<file path="src/hw/fetch_pkg.sv">
package fetch_pkg;

    // ------------------------------------------------------------------
    // widths and sizes
    // ------------------------------------------------------------------
    // address and data width of the fetch path
    localparam int unsigned XLEN = 32;

    // fetch queue towards decode
    localparam int unsigned QUEUE_DEPTH = 4;
    localparam int unsigned QPTR_W      = $clog2(QUEUE_DEPTH);
    // count has to hold the value QUEUE_DEPTH itself
    localparam int unsigned QCNT_W      = $clog2(QUEUE_DEPTH + 1);

    // branch history table, indexed by pc bits just above the word offset
    localparam int unsigned BHT_IDX_W   = 4;
    localparam int unsigned BHT_ENTRIES = 1 << BHT_IDX_W;
    // weakly not taken
    localparam logic [1:0]  BHT_RESET   = 2'b01;

    // ------------------------------------------------------------------
    // opcodes
    // ------------------------------------------------------------------
    localparam logic [6:0] OPC_BRANCH = 7'b1100011;
    localparam logic [6:0] OPC_JAL    = 7'b1101111;

    // one instruction word, seen as B-type or as J-type
    // both views keep the opcode in bits 6:0
    typedef union packed {
        struct packed {
            logic       imm12;
            logic [5:0] imm10_5;
            logic [4:0] rs2;
            logic [4:0] rs1;
            logic [2:0] funct3;
            logic [3:0] imm4_1;
            logic       imm11;
            logic [6:0] opcode;
        } b;
        struct packed {
            logic       imm20;
            logic [9:0] imm10_1;
            logic       imm11;
            logic [7:0] imm19_12;
            logic [4:0] rd;
            logic [6:0] opcode;
        } j;
    } fetch_instr_u;

endpackage

</file>
<file path="src/hw/bht.sv">
`timescale 1ns/1ps

module bht import fetch_pkg::*; (
    input  logic            clk_i,
    input  logic            rst_ni,
    input  logic [XLEN-1:0] rd_pc_i,
    input  logic            resolve_valid_i,
    input  logic [XLEN-1:0] resolve_pc_i,
    input  logic            resolve_taken_i,
    output logic            counter_taken_o
);

    // 2-bit saturating counters, upper bit is the prediction
    logic [1:0]           cnt_q [BHT_ENTRIES];
    logic [BHT_IDX_W-1:0] rd_idx;
    logic [BHT_IDX_W-1:0] wr_idx;
    logic [1:0]           wr_cnt;

    // word aligned pcs, skip the two offset bits
    assign rd_idx = rd_pc_i[BHT_IDX_W+1:2];
    assign wr_idx = resolve_pc_i[BHT_IDX_W+1:2];

    // ------------------------------------------------------------------
    // read
    // ------------------------------------------------------------------
    // reads see the old value when the same entry is written
    assign counter_taken_o = cnt_q[rd_idx][1];

    // ------------------------------------------------------------------
    // update
    // ------------------------------------------------------------------
    always_comb begin
        wr_cnt = cnt_q[wr_idx];
        if (resolve_taken_i) begin
            // saturate at strongly taken
            if (wr_cnt != 2'b11) begin
                wr_cnt = wr_cnt + 2'd1;
            end
        end else begin
            // saturate at strongly not taken
            if (wr_cnt != 2'b00) begin
                wr_cnt = wr_cnt - 2'd1;
            end
        end
    end

    always_ff @(posedge clk_i or negedge rst_ni) begin
        if (!rst_ni) begin
            for (int i = 0; i < BHT_ENTRIES; i++) begin
                cnt_q[i] <= BHT_RESET;
            end
        end else if (resolve_valid_i) begin
            cnt_q[wr_idx] <= wr_cnt;
        end
    end

endmodule

</file>
<file path="src/hw/branch_scan.sv">
`timescale 1ns/1ps

module branch_scan import fetch_pkg::*; (
    input  logic [XLEN-1:0] instr_i,
    input  logic [XLEN-1:0] pc_i,
    input  logic            counter_taken_i,
    output logic            pred_taken_o,
    output logic [XLEN-1:0] pred_target_o
);

    fetch_instr_u    word;
    logic            is_branch;
    logic            is_jal;
    logic [XLEN-1:0] imm_b;
    logic [XLEN-1:0] imm_j;
    logic [XLEN-1:0] offset;

    assign word = instr_i;

    // ------------------------------------------------------------------
    // decode
    // ------------------------------------------------------------------
    // opcode sits at the same place in both views
    assign is_branch = (word.b.opcode == OPC_BRANCH);
    assign is_jal    = (word.j.opcode == OPC_JAL);

    // B-type offset, 13 bits signed, bit 0 always zero
    assign imm_b = {{(XLEN-12){word.b.imm12}}, word.b.imm11, word.b.imm10_5,
                    word.b.imm4_1, 1'b0};

    // J-type offset, 21 bits signed, bit 0 always zero
    assign imm_j = {{(XLEN-20){word.j.imm20}}, word.j.imm19_12, word.j.imm11,
                    word.j.imm10_1, 1'b0};

    // ------------------------------------------------------------------
    // prediction
    // ------------------------------------------------------------------
    // jal always taken, a branch follows its counter
    assign pred_taken_o = is_jal | (is_branch & counter_taken_i);

    // a branch predicted not taken still reports its own target
    // other words point at the next word
    always_comb begin
        if (is_jal) begin
            offset = imm_j;
        end else if (is_branch) begin
            offset = imm_b;
        end else begin
            offset = XLEN'(4);
        end
    end

    assign pred_target_o = pc_i + offset;

endmodule

</file>
<file path="src/hw/fetch_ctrl.sv">
`timescale 1ns/1ps

module fetch_ctrl import fetch_pkg::*; (
    input  logic              clk_i,
    input  logic              rst_ni,
    input  logic              imem_ready_i,
    input  logic              imem_valid_i,
    input  logic              trap_i,
    input  logic              resolve_valid_i,
    input  logic              resolve_mispredict_i,
    input  logic [QCNT_W-1:0] queue_count_i,
    output logic              imem_req_o,
    output logic              rsp_accept_o,
    output logic              redirect_o,
    output logic              queue_push_o,
    output logic              queue_flush_o
);

    // enables fetching one cycle out of reset, when the boot pc is loaded
    logic run_q;
    // a request was accepted and its response has not come back yet
    logic outstanding_q;
    // the outstanding response belongs to a pc before a redirect
    logic stale_q;
    logic req_accept;

    // ------------------------------------------------------------------
    // redirect and request
    // ------------------------------------------------------------------
    // trap or a valid mispredict from the back end
    assign redirect_o    = trap_i | (resolve_valid_i & resolve_mispredict_i);
    assign queue_flush_o = redirect_o;

    // only one request in flight, and only with a free queue slot for its answer
    // no request in the redirect cycle, the new pc is loaded at its end
    assign imem_req_o = run_q & ~outstanding_q & ~redirect_o
                      & (queue_count_i < QCNT_W'(QUEUE_DEPTH));
    assign req_accept = imem_req_o & imem_ready_i;

    // stale answers and answers in a redirect cycle are dropped
    assign rsp_accept_o = imem_valid_i & ~stale_q & ~redirect_o;
    assign queue_push_o = rsp_accept_o;

    // ------------------------------------------------------------------
    // outstanding and stale tracking
    // ------------------------------------------------------------------
    always_ff @(posedge clk_i or negedge rst_ni) begin
        if (!rst_ni) begin
            run_q         <= 1'b0;
            outstanding_q <= 1'b0;
            stale_q       <= 1'b0;
        end else begin
            run_q <= 1'b1;
            // a zero latency answer clears the request it belongs to
            if (imem_valid_i) begin
                outstanding_q <= 1'b0;
            end else if (req_accept) begin
                outstanding_q <= 1'b1;
            end
            // answer consumed, whether used or dropped
            if (imem_valid_i) begin
                stale_q <= 1'b0;
            end else if (redirect_o && outstanding_q) begin
                stale_q <= 1'b1;
            end
        end
    end

endmodule

</file>
<file path="src/hw/fetch_frontend.sv">
`timescale 1ns/1ps

module fetch_frontend import fetch_pkg::*; (
    input  logic            clk_i,
    input  logic            rst_ni,
    input  logic [XLEN-1:0] boot_addr_i,
    // instruction memory
    output logic            imem_req_o,
    output logic [XLEN-1:0] imem_addr_o,
    input  logic            imem_ready_i,
    input  logic            imem_valid_i,
    input  logic [XLEN-1:0] imem_data_i,
    // resolved branches from the back end
    input  logic            resolve_valid_i,
    input  logic [XLEN-1:0] resolve_pc_i,
    input  logic            resolve_taken_i,
    input  logic            resolve_mispredict_i,
    input  logic [XLEN-1:0] resolve_target_i,
    // trap
    input  logic            trap_i,
    input  logic [XLEN-1:0] trap_vector_i,
    // decode
    output logic            fetch_valid_o,
    input  logic            fetch_ready_i,
    output logic [XLEN-1:0] fetch_pc_o,
    output logic [XLEN-1:0] fetch_instr_o,
    output logic            fetch_taken_o,
    output logic [XLEN-1:0] fetch_target_o
);

    logic              rsp_accept;
    logic              redirect;
    logic              queue_push;
    logic              queue_flush;
    logic [QCNT_W-1:0] queue_count;
    logic [XLEN-1:0]   pc;
    logic              counter_taken;
    logic              pred_taken;
    logic [XLEN-1:0]   pred_target;

    // request address is the pc register itself
    assign imem_addr_o = pc;

    // ------------------------------------------------------------------
    // control and pc
    // ------------------------------------------------------------------
    fetch_ctrl i_fetch_ctrl (
        .clk_i                ( clk_i                ),
        .rst_ni               ( rst_ni               ),
        .imem_ready_i         ( imem_ready_i         ),
        .imem_valid_i         ( imem_valid_i         ),
        .trap_i               ( trap_i               ),
        .resolve_valid_i      ( resolve_valid_i      ),
        .resolve_mispredict_i ( resolve_mispredict_i ),
        .queue_count_i        ( queue_count          ),
        .imem_req_o           ( imem_req_o           ),
        .rsp_accept_o         ( rsp_accept           ),
        .redirect_o           ( redirect             ),
        .queue_push_o         ( queue_push           ),
        .queue_flush_o        ( queue_flush          )
    );

    pc_gen i_pc_gen (
        .clk_i            ( clk_i            ),
        .rst_ni           ( rst_ni           ),
        .boot_addr_i      ( boot_addr_i      ),
        .rsp_accept_i     ( rsp_accept       ),
        .redirect_i       ( redirect         ),
        .trap_i           ( trap_i           ),
        .trap_vector_i    ( trap_vector_i    ),
        .resolve_target_i ( resolve_target_i ),
        .pred_taken_i     ( pred_taken       ),
        .pred_target_i    ( pred_target      ),
        .pc_o             ( pc               )
    );

    // ------------------------------------------------------------------
    // prediction on the returned word
    // ------------------------------------------------------------------
    // pc still holds the address of the word being answered
    bht i_bht (
        .clk_i           ( clk_i           ),
        .rst_ni          ( rst_ni          ),
        .rd_pc_i         ( pc              ),
        .resolve_valid_i ( resolve_valid_i ),
        .resolve_pc_i    ( resolve_pc_i    ),
        .resolve_taken_i ( resolve_taken_i ),
        .counter_taken_o ( counter_taken   )
    );

    branch_scan i_branch_scan (
        .instr_i         ( imem_data_i   ),
        .pc_i            ( pc            ),
        .counter_taken_i ( counter_taken ),
        .pred_taken_o    ( pred_taken    ),
        .pred_target_o   ( pred_target   )
    );

    // queue towards decode
    fetch_queue i_fetch_queue (
        .clk_i          ( clk_i          ),
        .rst_ni         ( rst_ni         ),
        .push_i         ( queue_push     ),
        .flush_i        ( queue_flush    ),
        .pc_i           ( pc             ),
        .instr_i        ( imem_data_i    ),
        .taken_i        ( pred_taken     ),
        .target_i       ( pred_target    ),
        .fetch_ready_i  ( fetch_ready_i  ),
        .count_o        ( queue_count    ),
        .fetch_valid_o  ( fetch_valid_o  ),
        .fetch_pc_o     ( fetch_pc_o     ),
        .fetch_instr_o  ( fetch_instr_o  ),
        .fetch_taken_o  ( fetch_taken_o  ),
        .fetch_target_o ( fetch_target_o )
    );

endmodule

</file>
<file path="src/hw/fetch_queue.sv">
`timescale 1ns/1ps

module fetch_queue import fetch_pkg::*; (
    input  logic              clk_i,
    input  logic              rst_ni,
    input  logic              push_i,
    input  logic              flush_i,
    input  logic [XLEN-1:0]   pc_i,
    input  logic [XLEN-1:0]   instr_i,
    input  logic              taken_i,
    input  logic [XLEN-1:0]   target_i,
    input  logic              fetch_ready_i,
    output logic [QCNT_W-1:0] count_o,
    output logic              fetch_valid_o,
    output logic [XLEN-1:0]   fetch_pc_o,
    output logic [XLEN-1:0]   fetch_instr_o,
    output logic              fetch_taken_o,
    output logic [XLEN-1:0]   fetch_target_o
);

    // entry storage
    logic [XLEN-1:0]   pc_q     [QUEUE_DEPTH];
    logic [XLEN-1:0]   instr_q  [QUEUE_DEPTH];
    logic              taken_q  [QUEUE_DEPTH];
    logic [XLEN-1:0]   target_q [QUEUE_DEPTH];

    logic [QPTR_W-1:0] rd_ptr_q;
    logic [QPTR_W-1:0] wr_ptr_q;
    logic [QCNT_W-1:0] count_q;
    logic              full;
    logic              do_push;
    logic              do_pop;

    assign full    = (count_q == QCNT_W'(QUEUE_DEPTH));
    // fetch_ctrl keeps space for every answer, the check only guards the storage
    assign do_push = push_i & ~full;
    assign do_pop  = fetch_valid_o & fetch_ready_i;

    // ------------------------------------------------------------------
    // head of queue to decode
    // ------------------------------------------------------------------
    assign count_o        = count_q;
    assign fetch_valid_o  = (count_q != '0);
    assign fetch_pc_o     = pc_q[rd_ptr_q];
    assign fetch_instr_o  = instr_q[rd_ptr_q];
    assign fetch_taken_o  = taken_q[rd_ptr_q];
    assign fetch_target_o = target_q[rd_ptr_q];

    // ------------------------------------------------------------------
    // pointers and count
    // ------------------------------------------------------------------
    always_ff @(posedge clk_i or negedge rst_ni) begin
        if (!rst_ni) begin
            rd_ptr_q <= '0;
            wr_ptr_q <= '0;
            count_q  <= '0;
        end else if (flush_i) begin
            // flush drops everything, a push in the same cycle included
            rd_ptr_q <= '0;
            wr_ptr_q <= '0;
            count_q  <= '0;
        end else begin
            if (do_push) begin
                wr_ptr_q <= (wr_ptr_q == QPTR_W'(QUEUE_DEPTH - 1)) ? '0 : wr_ptr_q + 1'b1;
            end
            if (do_pop) begin
                rd_ptr_q <= (rd_ptr_q == QPTR_W'(QUEUE_DEPTH - 1)) ? '0 : rd_ptr_q + 1'b1;
            end
            // push and pop together leave the count as it is
            if (do_push && !do_pop) begin
                count_q <= count_q + 1'b1;
            end else if (!do_push && do_pop) begin
                count_q <= count_q - 1'b1;
            end
        end
    end

    // payload written at the tail
    always_ff @(posedge clk_i) begin
        if (do_push) begin
            pc_q[wr_ptr_q]     <= pc_i;
            instr_q[wr_ptr_q]  <= instr_i;
            taken_q[wr_ptr_q]  <= taken_i;
            target_q[wr_ptr_q] <= target_i;
        end
    end

endmodule

</file>
<file path="src/hw/pc_gen.sv">
`timescale 1ns/1ps

module pc_gen import fetch_pkg::*; (
    input  logic            clk_i,
    input  logic            rst_ni,
    input  logic [XLEN-1:0] boot_addr_i,
    input  logic            rsp_accept_i,
    input  logic            redirect_i,
    input  logic            trap_i,
    input  logic [XLEN-1:0] trap_vector_i,
    input  logic [XLEN-1:0] resolve_target_i,
    input  logic            pred_taken_i,
    input  logic [XLEN-1:0] pred_target_i,
    output logic [XLEN-1:0] pc_o
);

    logic [XLEN-1:0] pc_d;
    logic [XLEN-1:0] pc_q;
    // set while in reset, so the first cycle out of reset loads boot_addr_i
    logic            boot_load_q;

    // pc of the outstanding request, also the pc of the word coming back
    assign pc_o = pc_q;

    // ------------------------------------------------------------------
    // next pc, lowest priority first
    // ------------------------------------------------------------------
    always_comb begin
        // hold, or boot address right after reset
        if (boot_load_q) begin
            pc_d = boot_addr_i;
        end else begin
            pc_d = pc_q;
        end
        // accepted word moves on to the predicted target or the next word
        if (rsp_accept_i) begin
            if (pred_taken_i) begin
                pc_d = pred_target_i;
            end else begin
                pc_d = pc_q + XLEN'(4);
            end
        end
        // back end wins, trap over mispredict
        if (redirect_i) begin
            if (trap_i) begin
                pc_d = trap_vector_i;
            end else begin
                pc_d = resolve_target_i;
            end
        end
    end

    always_ff @(posedge clk_i or negedge rst_ni) begin
        if (!rst_ni) begin
            boot_load_q <= 1'b1;
            pc_q        <= '0;
        end else begin
            boot_load_q <= 1'b0;
            pc_q        <= pc_d;
        end
    end

endmodule

</file>
<file path="config.mk">
export PLATFORM = sky130hd
export DESIGN_NAME = fetch_frontend
export DESIGN_NICKNAME = d
export VERILOG_FILES = /design/src/hw/fetch_pkg.sv /design/src/hw/bht.sv /design/src/hw/branch_scan.sv /design/src/hw/fetch_ctrl.sv /design/src/hw/fetch_frontend.sv /design/src/hw/fetch_queue.sv /design/src/hw/pc_gen.sv
export SDC_FILE = /design/constraint.sdc
export NUM_CORES = 1
export LEC_CHECK = 0
export BUFFER_PORTS_ARGS = -buffer_cell sky130_fd_sc_hd__buf_2
export CAP_MARGIN = 20
export CORE_MARGIN = 2
export CORE_UTILIZATION = 52
export DETAILED_ROUTE_END_ITERATION = 8
export GPL_ROUTABILITY_DRIVEN = 1
export PLACE_DENSITY = 0.81
export SKIP_CTS_REPAIR_TIMING = 1
export SYNTH_ARGS = -nofsm -noshare
export SYNTH_HDL_FRONTEND = slang
export SYNTH_HIERARCHICAL = 1
export SYNTH_SLANG_ARGS = --single-unit
export TNS_END_PERCENT = 20
</file>
<file path="constraint.sdc">
create_clock -name clk_i -period 3.55 [get_ports clk_i]
set_clock_uncertainty 0.05 [all_clocks]
set_input_delay 0.355 -clock clk_i [delete_from_list [all_inputs] [get_ports clk_i]]
set_output_delay 0.355 -clock clk_i [all_outputs]
set_load 0.1 [all_outputs]
</file>
==> impl_metrics.tcl, run 1 <==
set metrics [dict create \
    synth_top_area_share_pct 53.54 \
    die_h_um 208.6 \
    critPathRequiredTime_ns 3.96 \
    ys.warnings.count 6 \
    place_congestion 0.9554 \
    ant_nets 0 \
    vias 14950 \
    ys_top_cells_by_count "edfxtp_1 (388), mux4_2 (107), nand2_1 (98)" \
    finalHoldViolCount 0 \
    hp-class "input pin to flip-flop" \
    wl_um 60400 \
    cp-start-kind "input pin" \
    layout.cells.non_filler 2472 \
    dr.pass1.iters 8 \
    async_flop_share_pct 16.20 \
    final_nets 2108 \
    place_ws_ns -0.6792 \
    finalSetupViolations 0 \
    syn-num-nets 1633 \
    num_rows 74 \
    htree_levels 2 \
    drt-initial-drc-count 1379 \
    numCtsBuffers 48 \
    leakage_nw 10.39 \
    cp_top_family "compound AO/OA/AOI/OAI gates" \
    syn_area_per_cell_um2 15.26 \
    clock_sinks 463 \
    fill_cells 2914 \
    grt_pass1_wl_um 89300 \
    clkPwrFrac_pct 32.9 \
    crit_buf_inv 2 \
    synth-edff-count 388 \
    grt_max_degree 76 \
    insertion_delay_ns 0.59 \
    worstMarginPinSlew_ns 0.8628 \
    cts_tree "done" \
    layout-drive-gt1-share_pct 39.79 \
    grt_pass1_vias 14690 \
    yosys.area.top_type "edfxtp_1" \
    maxSlewHeadroom_pct 42.41 \
    worstPathMaxFanout 8 \
    dp.cells 2346 \
    viasPerCell 6.048 \
    critPathMaxStageDelay_ns 0.50 \
    synth.most_common_cell "edfxtp_1" \
    post-route-min-period_ns 3.437 \
    io_pins 300 \
    synth_seq_cells 463 \
    clockBufferDepth 3 \
    combPwrFrac_pct 24.7 \
    syn_inst 1426 \
    netlist_area_mm2 0.02176 \
    intPower_w 0.01048 \
    rrSetupSlack_ns 0.16 \
    rsz0062_at_grt "yes" \
    clk_pin_slew_ns 0.06 \
    die_area_mm2 0.04350 \
    path_class "input pin to flip-flop" \
    slew_viol_final 0 \
    crit_arrival_ns 3.85 \
    grt_antenna_before_repair 2 \
    antenna_cells 0 \
    timing.max_cap.violations 0 \
    crit_slowest_cell "or4_4" \
    root_buffer "clkbuf_16" \
    status "complete, no violations" \
    power_density_mw_per_mm2 573.2 \
    yosys-top-cells-area "edfxtp_1 (54%), mux4_2 (11%), dfrtp_1 (6.7%)" \
    power_w 0.01554 \
    vdd_ir_drop_max_v 0.0004659 \
    io_buffers 271 \
    syn2layout_area_growth_pct 24.62 \
    start_util_pct 52.93 \
    power_frac_seq_pct 42.5 \
    core_area_mm2 0.04111 \
    worstPathCellList "buf_2 > nor2b_4 > nand4_1 > nor2_2 > buf_4 > o21a_2 > o21a_1 > ha_1 > a21oi_2 > o21ai_1 > or4_4 > and3_4 > o21ai_2 > a31oi_1 > xor2_1 > a22o_1 > o21ai_2 > a21oi_1 > a2bb2oi_1" \
    cp_common_cell "o21ai_2" \
    layout_setup_ws_ns 0.1133 \
    place_hpwl_um 41910 \
    drc 0 \
    fin_crit_sh_pct 96.81 \
    endpoint_kind "flip-flop" \
    synthFlopType "edfxtp_1" \
    fmax_ghz 0.2910 \
    grt-ovfl-total 0 \
    p_sw_w 0.005068 \
    die_w_um 208.6 \
    wl_per_cell_um 24.43 \
    grt.total_usage_pct 27.45 \
    synth.distinct_cells 96 \
    yosysSeqAreaShare_pct 62.26 \
    netSwitchingFraction_pct 32.61 \
]
[logic make-up after synthesis]
| logic type | Yosys count | share of synthesized area (%) |
|---|---|---|
| flops | 463 | 62.26 |
| xor+xnor | 38 | 1.529 |
| fa+ha+maj | 39 | 2.306 |
| simple gates | 320 | 7.940 |
| compound gates | 273 | 8.584 |
| buf+inv | 105 | 2.323 |
| other cells | 2 | 0.03451 |
| mux | 186 | 15.02 |
[path summary, 6_finish.rpt]
path	from	endpoint	depth (start not counted)
max in group asynchronous	rst_ni	i_bht/cnt_q[22]	3
worst min register to register	i_bht/cnt_q[31]	i_bht/cnt_q[31]	2
worst min-delay path	resolve_target_i[25]	i_pc_gen/pc_o[25]	3
min in group asynchronous	rst_ni	i_fetch_ctrl/stale_q	2
worst max register to register	i_pc_gen/pc_o[2]	i_pc_gen/pc_o[18]	15
worst max-delay path	imem_data_i[5]	i_pc_gen/pc_o[28]	19
[flip-flops by register name, summed over array words and instances (netlist names)]
signal	cells
i_fetch_queue/target_q	128
i_pc_gen/boot_load_q	1
i_fetch_queue/pc_q	128
i_fetch_queue/rd_ptr_q	2
i_fetch_queue/instr_q	128
i_fetch_queue/taken_q	4
i_fetch_ctrl/run_q	1
i_fetch_queue/wr_ptr_q	2
i_pc_gen/pc_o	32
i_fetch_ctrl/outstanding_q	1
i_fetch_queue/count_o	3
i_bht/cnt_q	32
i_fetch_ctrl/stale_q	1
[worst register-to-register path: cells and delay by family (launching register included)]
kind            cells  cell delay, ns
compound gates      9            1.72
buf+inv             3            0.50
flops               1            0.44
fa+ha+maj           1            0.30
xor+xnor            1            0.17
simple gates        1            0.10
[power by group through the flow]
stage / sequential (W) / clock (W) / combinational, W
floorplan: 0.00707 / 0 / 0.00225
global placement: 0.00668 / 0 / 0.00369
detailed placement: 0.00670 / 0 / 0.00375
CTS: 0.00660 / 0.00520 / 0.00377
global route: 0.00663 / 0.00541 / 0.00401
finish: 0.00660 / 0.00511 / 0.00383
[layout make-up]
type	count	area, um2	area share, %
clock buffers	60	1276	4.706
repair buffers	504	3341	12.32
flip-flops and latches	463	13560	50.01
clock inverters	29	344.1	1.269
multi-input cells	858	7829	28.87
well taps	532	665.6	2.455
inverters	26	101.3	0.3737
[layer usage]
metal | routed length, um | track usage (%) | up-vias
met5 | 25 | 0 | -
met4 | 1549 | 7.808 | 4
met3 | 5460 | 6.068 | 104
met2 | 28980 | 44.17 | 691
met1 | 24390 | 37.99 | 7535
li1 | - | - | 6616
[cell usage in the layout, fill, tap and decap left out, drive strengths merged, types with 20 or more instances in the layout]
master,netlist,routed
buf,41,474
edfxtp,388,388
mux4,108,108
nand2,98,98
a21oi,65,65
o21ai,65,65
clkbuf,38,60
dfrtp,58,58
nor2,56,56
mux2i,40,40
mux2,38,38
ha,36,36
dlygate4sd3,0,30
inv,26,30
nand2b,28,28
nand3,27,27
a21o,23,23
nand4,23,23
and3,23,23
xnor2,20,20
[stage by stage]
stage                     setup TNS [ns]  hold slack, ns  area [um2]  util [%]
after floorplan                   -28.77        0.009409       21840         -
after global placement            -10.74          0.4497       25070     60.99
after detailed placement          -14.76          0.4568       25070     60.99
after CTS                       -0.07906        -0.07603       26690     64.93
after global routing             -0.2159         0.01377       27120     65.97
final                                  0         0.02081       27120     65.97
Note: power is estimated with default switching activity, not from simulation.
==> inputs of run 2 (changes only) <==
ABC_AREA = 1   (was default)
CORE_UTILIZATION = 53   (was 52)
PLACE_DENSITY = 0.82   (was 0.81)
==> impl_metrics.tcl, run 2 <==
set metrics [dict create \
    status "complete, no violations" \
    grt.total_usage_pct 28.70 \
    drt-initial-drc-count 2133 \
    grt_pass1_wl_um 98680 \
    synth_top_area_share_pct 50.99 \
    grt-ovfl-total 0 \
    ys_top_cells_by_count "nand2_1 (495), nor2_1 (443), edfxtp_1 (388)" \
    cts_tree "done" \
    reg2reg_from "i_pc_gen/pc_o[2]" \
    start_util_pct 53.40 \
    dr.pass1.iters 6 \
    worstPathMaxFanout 66 \
    yosys-top-cells-area "edfxtp_1 (51%), nand2_1 (8.1%), nor2_1 (7.3%)" \
    fin_hold_ws_ns 0.02269 \
    grt_antenna_before_repair 2 \
    slew_viol_final 0 \
    critPathRequiredTime_ns 3.14 \
    syn_inst 2435 \
    syn2layout_area_growth_pct 23.56 \
    hold_start "boot_addr_i[0]" \
    rrSetupSlack_ns 0.21 \
    crit_arrival_ns 3.01 \
    layout_setup_ws_ns 0.1345 \
    synth-edff-count 388 \
    die_area_mm2 0.04479 \
    worstMarginPinSlew_ns 0.9129 \
    syn_area_per_cell_um2 9.384 \
    yosysSeqAreaShare_pct 59.30 \
    clockBufferDepth 3 \
    numCtsBuffers 47 \
    layout-drive-gt1-share_pct 17.40 \
    vias 19080 \
    fmax_ghz 0.2928 \
    die_h_um 211.6 \
    vdd_ir_drop_max_v 0.0004772 \
    place_congestion 1.015 \
    num_rows 76 \
    clock_sinks 463 \
    io_pins 300 \
    root_buffer "clkbuf_16" \
    clk_pin_slew_ns 0.07 \
    ant_nets 0 \
    place_hpwl_um 43680 \
    grt_max_degree 109 \
    synthFlopType "edfxtp_1" \
    viasPerCell 5.723 \
    reg2reg_depth 13 \
    place_ws_ns 0.05832 \
    leakage_nw 11.96 \
    mostFrequentLayoutCells "nand2_1 (495), nor2_1 (439), edfxtp_1 (388)" \
    core_area_mm2 0.04279 \
    netlist_area_mm2 0.02285 \
    insertion_delay_ns 0.61 \
    grt_pass1_vias 18350 \
    hp-class "input pin to flip-flop" \
    cp-start-kind "flip-flop" \
    final_nets 2956 \
    finalSetupViolations 0 \
    io_buffers 271 \
    yosys.area.top_type "edfxtp_1" \
    power_density_mw_per_mm2 649.6 \
    timing.max_cap.violations 0 \
    path_class "flip-flop to output pin" \
    min_to "i_pc_gen/pc_o[0]" \
    finalHoldViolCount 0 \
    syn-num-nets 2642 \
    synth.distinct_cells 50 \
    wl_um 65160 \
    worstReg2RegEnd "i_pc_gen/pc_o[13]" \
    post-route-min-period_ns 3.415 \
    final_common_cell "nand2_1" \
    hold_path_depth 3 \
    top_regs "i_fetch_queue/instr_q (128), i_fetch_queue/pc_q (128), i_fetch_queue/target_q (128)" \
    endpoint_kind "output pin" \
    post-route-util_pct 65.98 \
    fin_crit_sh_pct 96.21 \
    wl_per_cell_um 19.54 \
    synth.most_common_cell "nand2_1" \
    htree_levels 2 \
    ys.warnings.count 6 \
    synth_seq_cells 463 \
    maxSlewHeadroom_pct 39.14 \
    drc 0 \
    die_w_um 211.6 \
    async_flop_share_pct 16.20 \
]
==> run 2: worst max-delay path: stages, from the launching register on <==
cell,delay (ns)
dfrtp_4,0.69
inv_6,0.47
buf_4,0.47
o21ai_0,0.15
o22ai_1,0.35
buf_12,0.23
==> run 2: logic make-up after synthesis <==
logic type | synth area share, %
mux | 0.1752
other cells | 0.03287
simple gates | 19.54
flops | 59.30
xor+xnor | 0.8816
compound gates | 11.61
buf+inv | 6.319
fa+ha+maj | 2.147
==> run 2: worst max-delay path by stage <==
stage                     slack (ns)                       from  cells past startpoint                     endpoint
after floorplan                -0.37            resolve_valid_i                      5  i_fetch_queue/instr_q[0][0]
after global placement          0.11             imem_data_i[5]                     18            i_pc_gen/pc_o[13]
after detailed placement        0.06             imem_data_i[6]                     20            i_pc_gen/pc_o[13]
after CTS                       0.18  i_fetch_queue/rd_ptr_q[0]                      5            fetch_instr_o[12]
after global routing          -0.003  i_fetch_queue/rd_ptr_q[0]                      5            fetch_instr_o[20]
final                           0.13  i_fetch_queue/rd_ptr_q[0]                      5            fetch_instr_o[17]
==> run 2: stage by stage <==
stage,cells,instance area [um2],power (W),TNS [ns]
floorplan,2435,22860,0.01106,-145.01
global placement,3213,26370,0.01337,0
detailed placement,3213,26370,0.01349,0
CTS,3300,27900,0.01831,0
global route,3334,28230,0.01892,-0.002983
finish,3334,28230,0.01834,0
==> run 2: metal layers <==
metal	up-vias	GRT usage [%]	wire length [um]
li1	8865	-	-
met1	9087	38.22	26110
met2	991	47.32	31080
met3	136	5.593	6134
met4	0	9.883	1833
met5	-	0	0
==> run 2: cell type report <==
cell class	instances	area (um2)
Multi-Input combinational cell	1645	7886
Antenna cell	1	2.502
Clock inverter	26	271.5
Inverter	226	855.8
Sequential cell	463	13550
Fill cell	3190	14560
Tap cell	546	683.2
Clock buffer	61	1260
Timing Repair Buffer	366	3719
==> run 2: power breakdown <==
group          switching [W]  internal (W)  total, W
clock network        0.00205       0.00282   0.00487
logic                0.00483       0.00198   0.00681
registers           0.000344       0.00631   0.00666
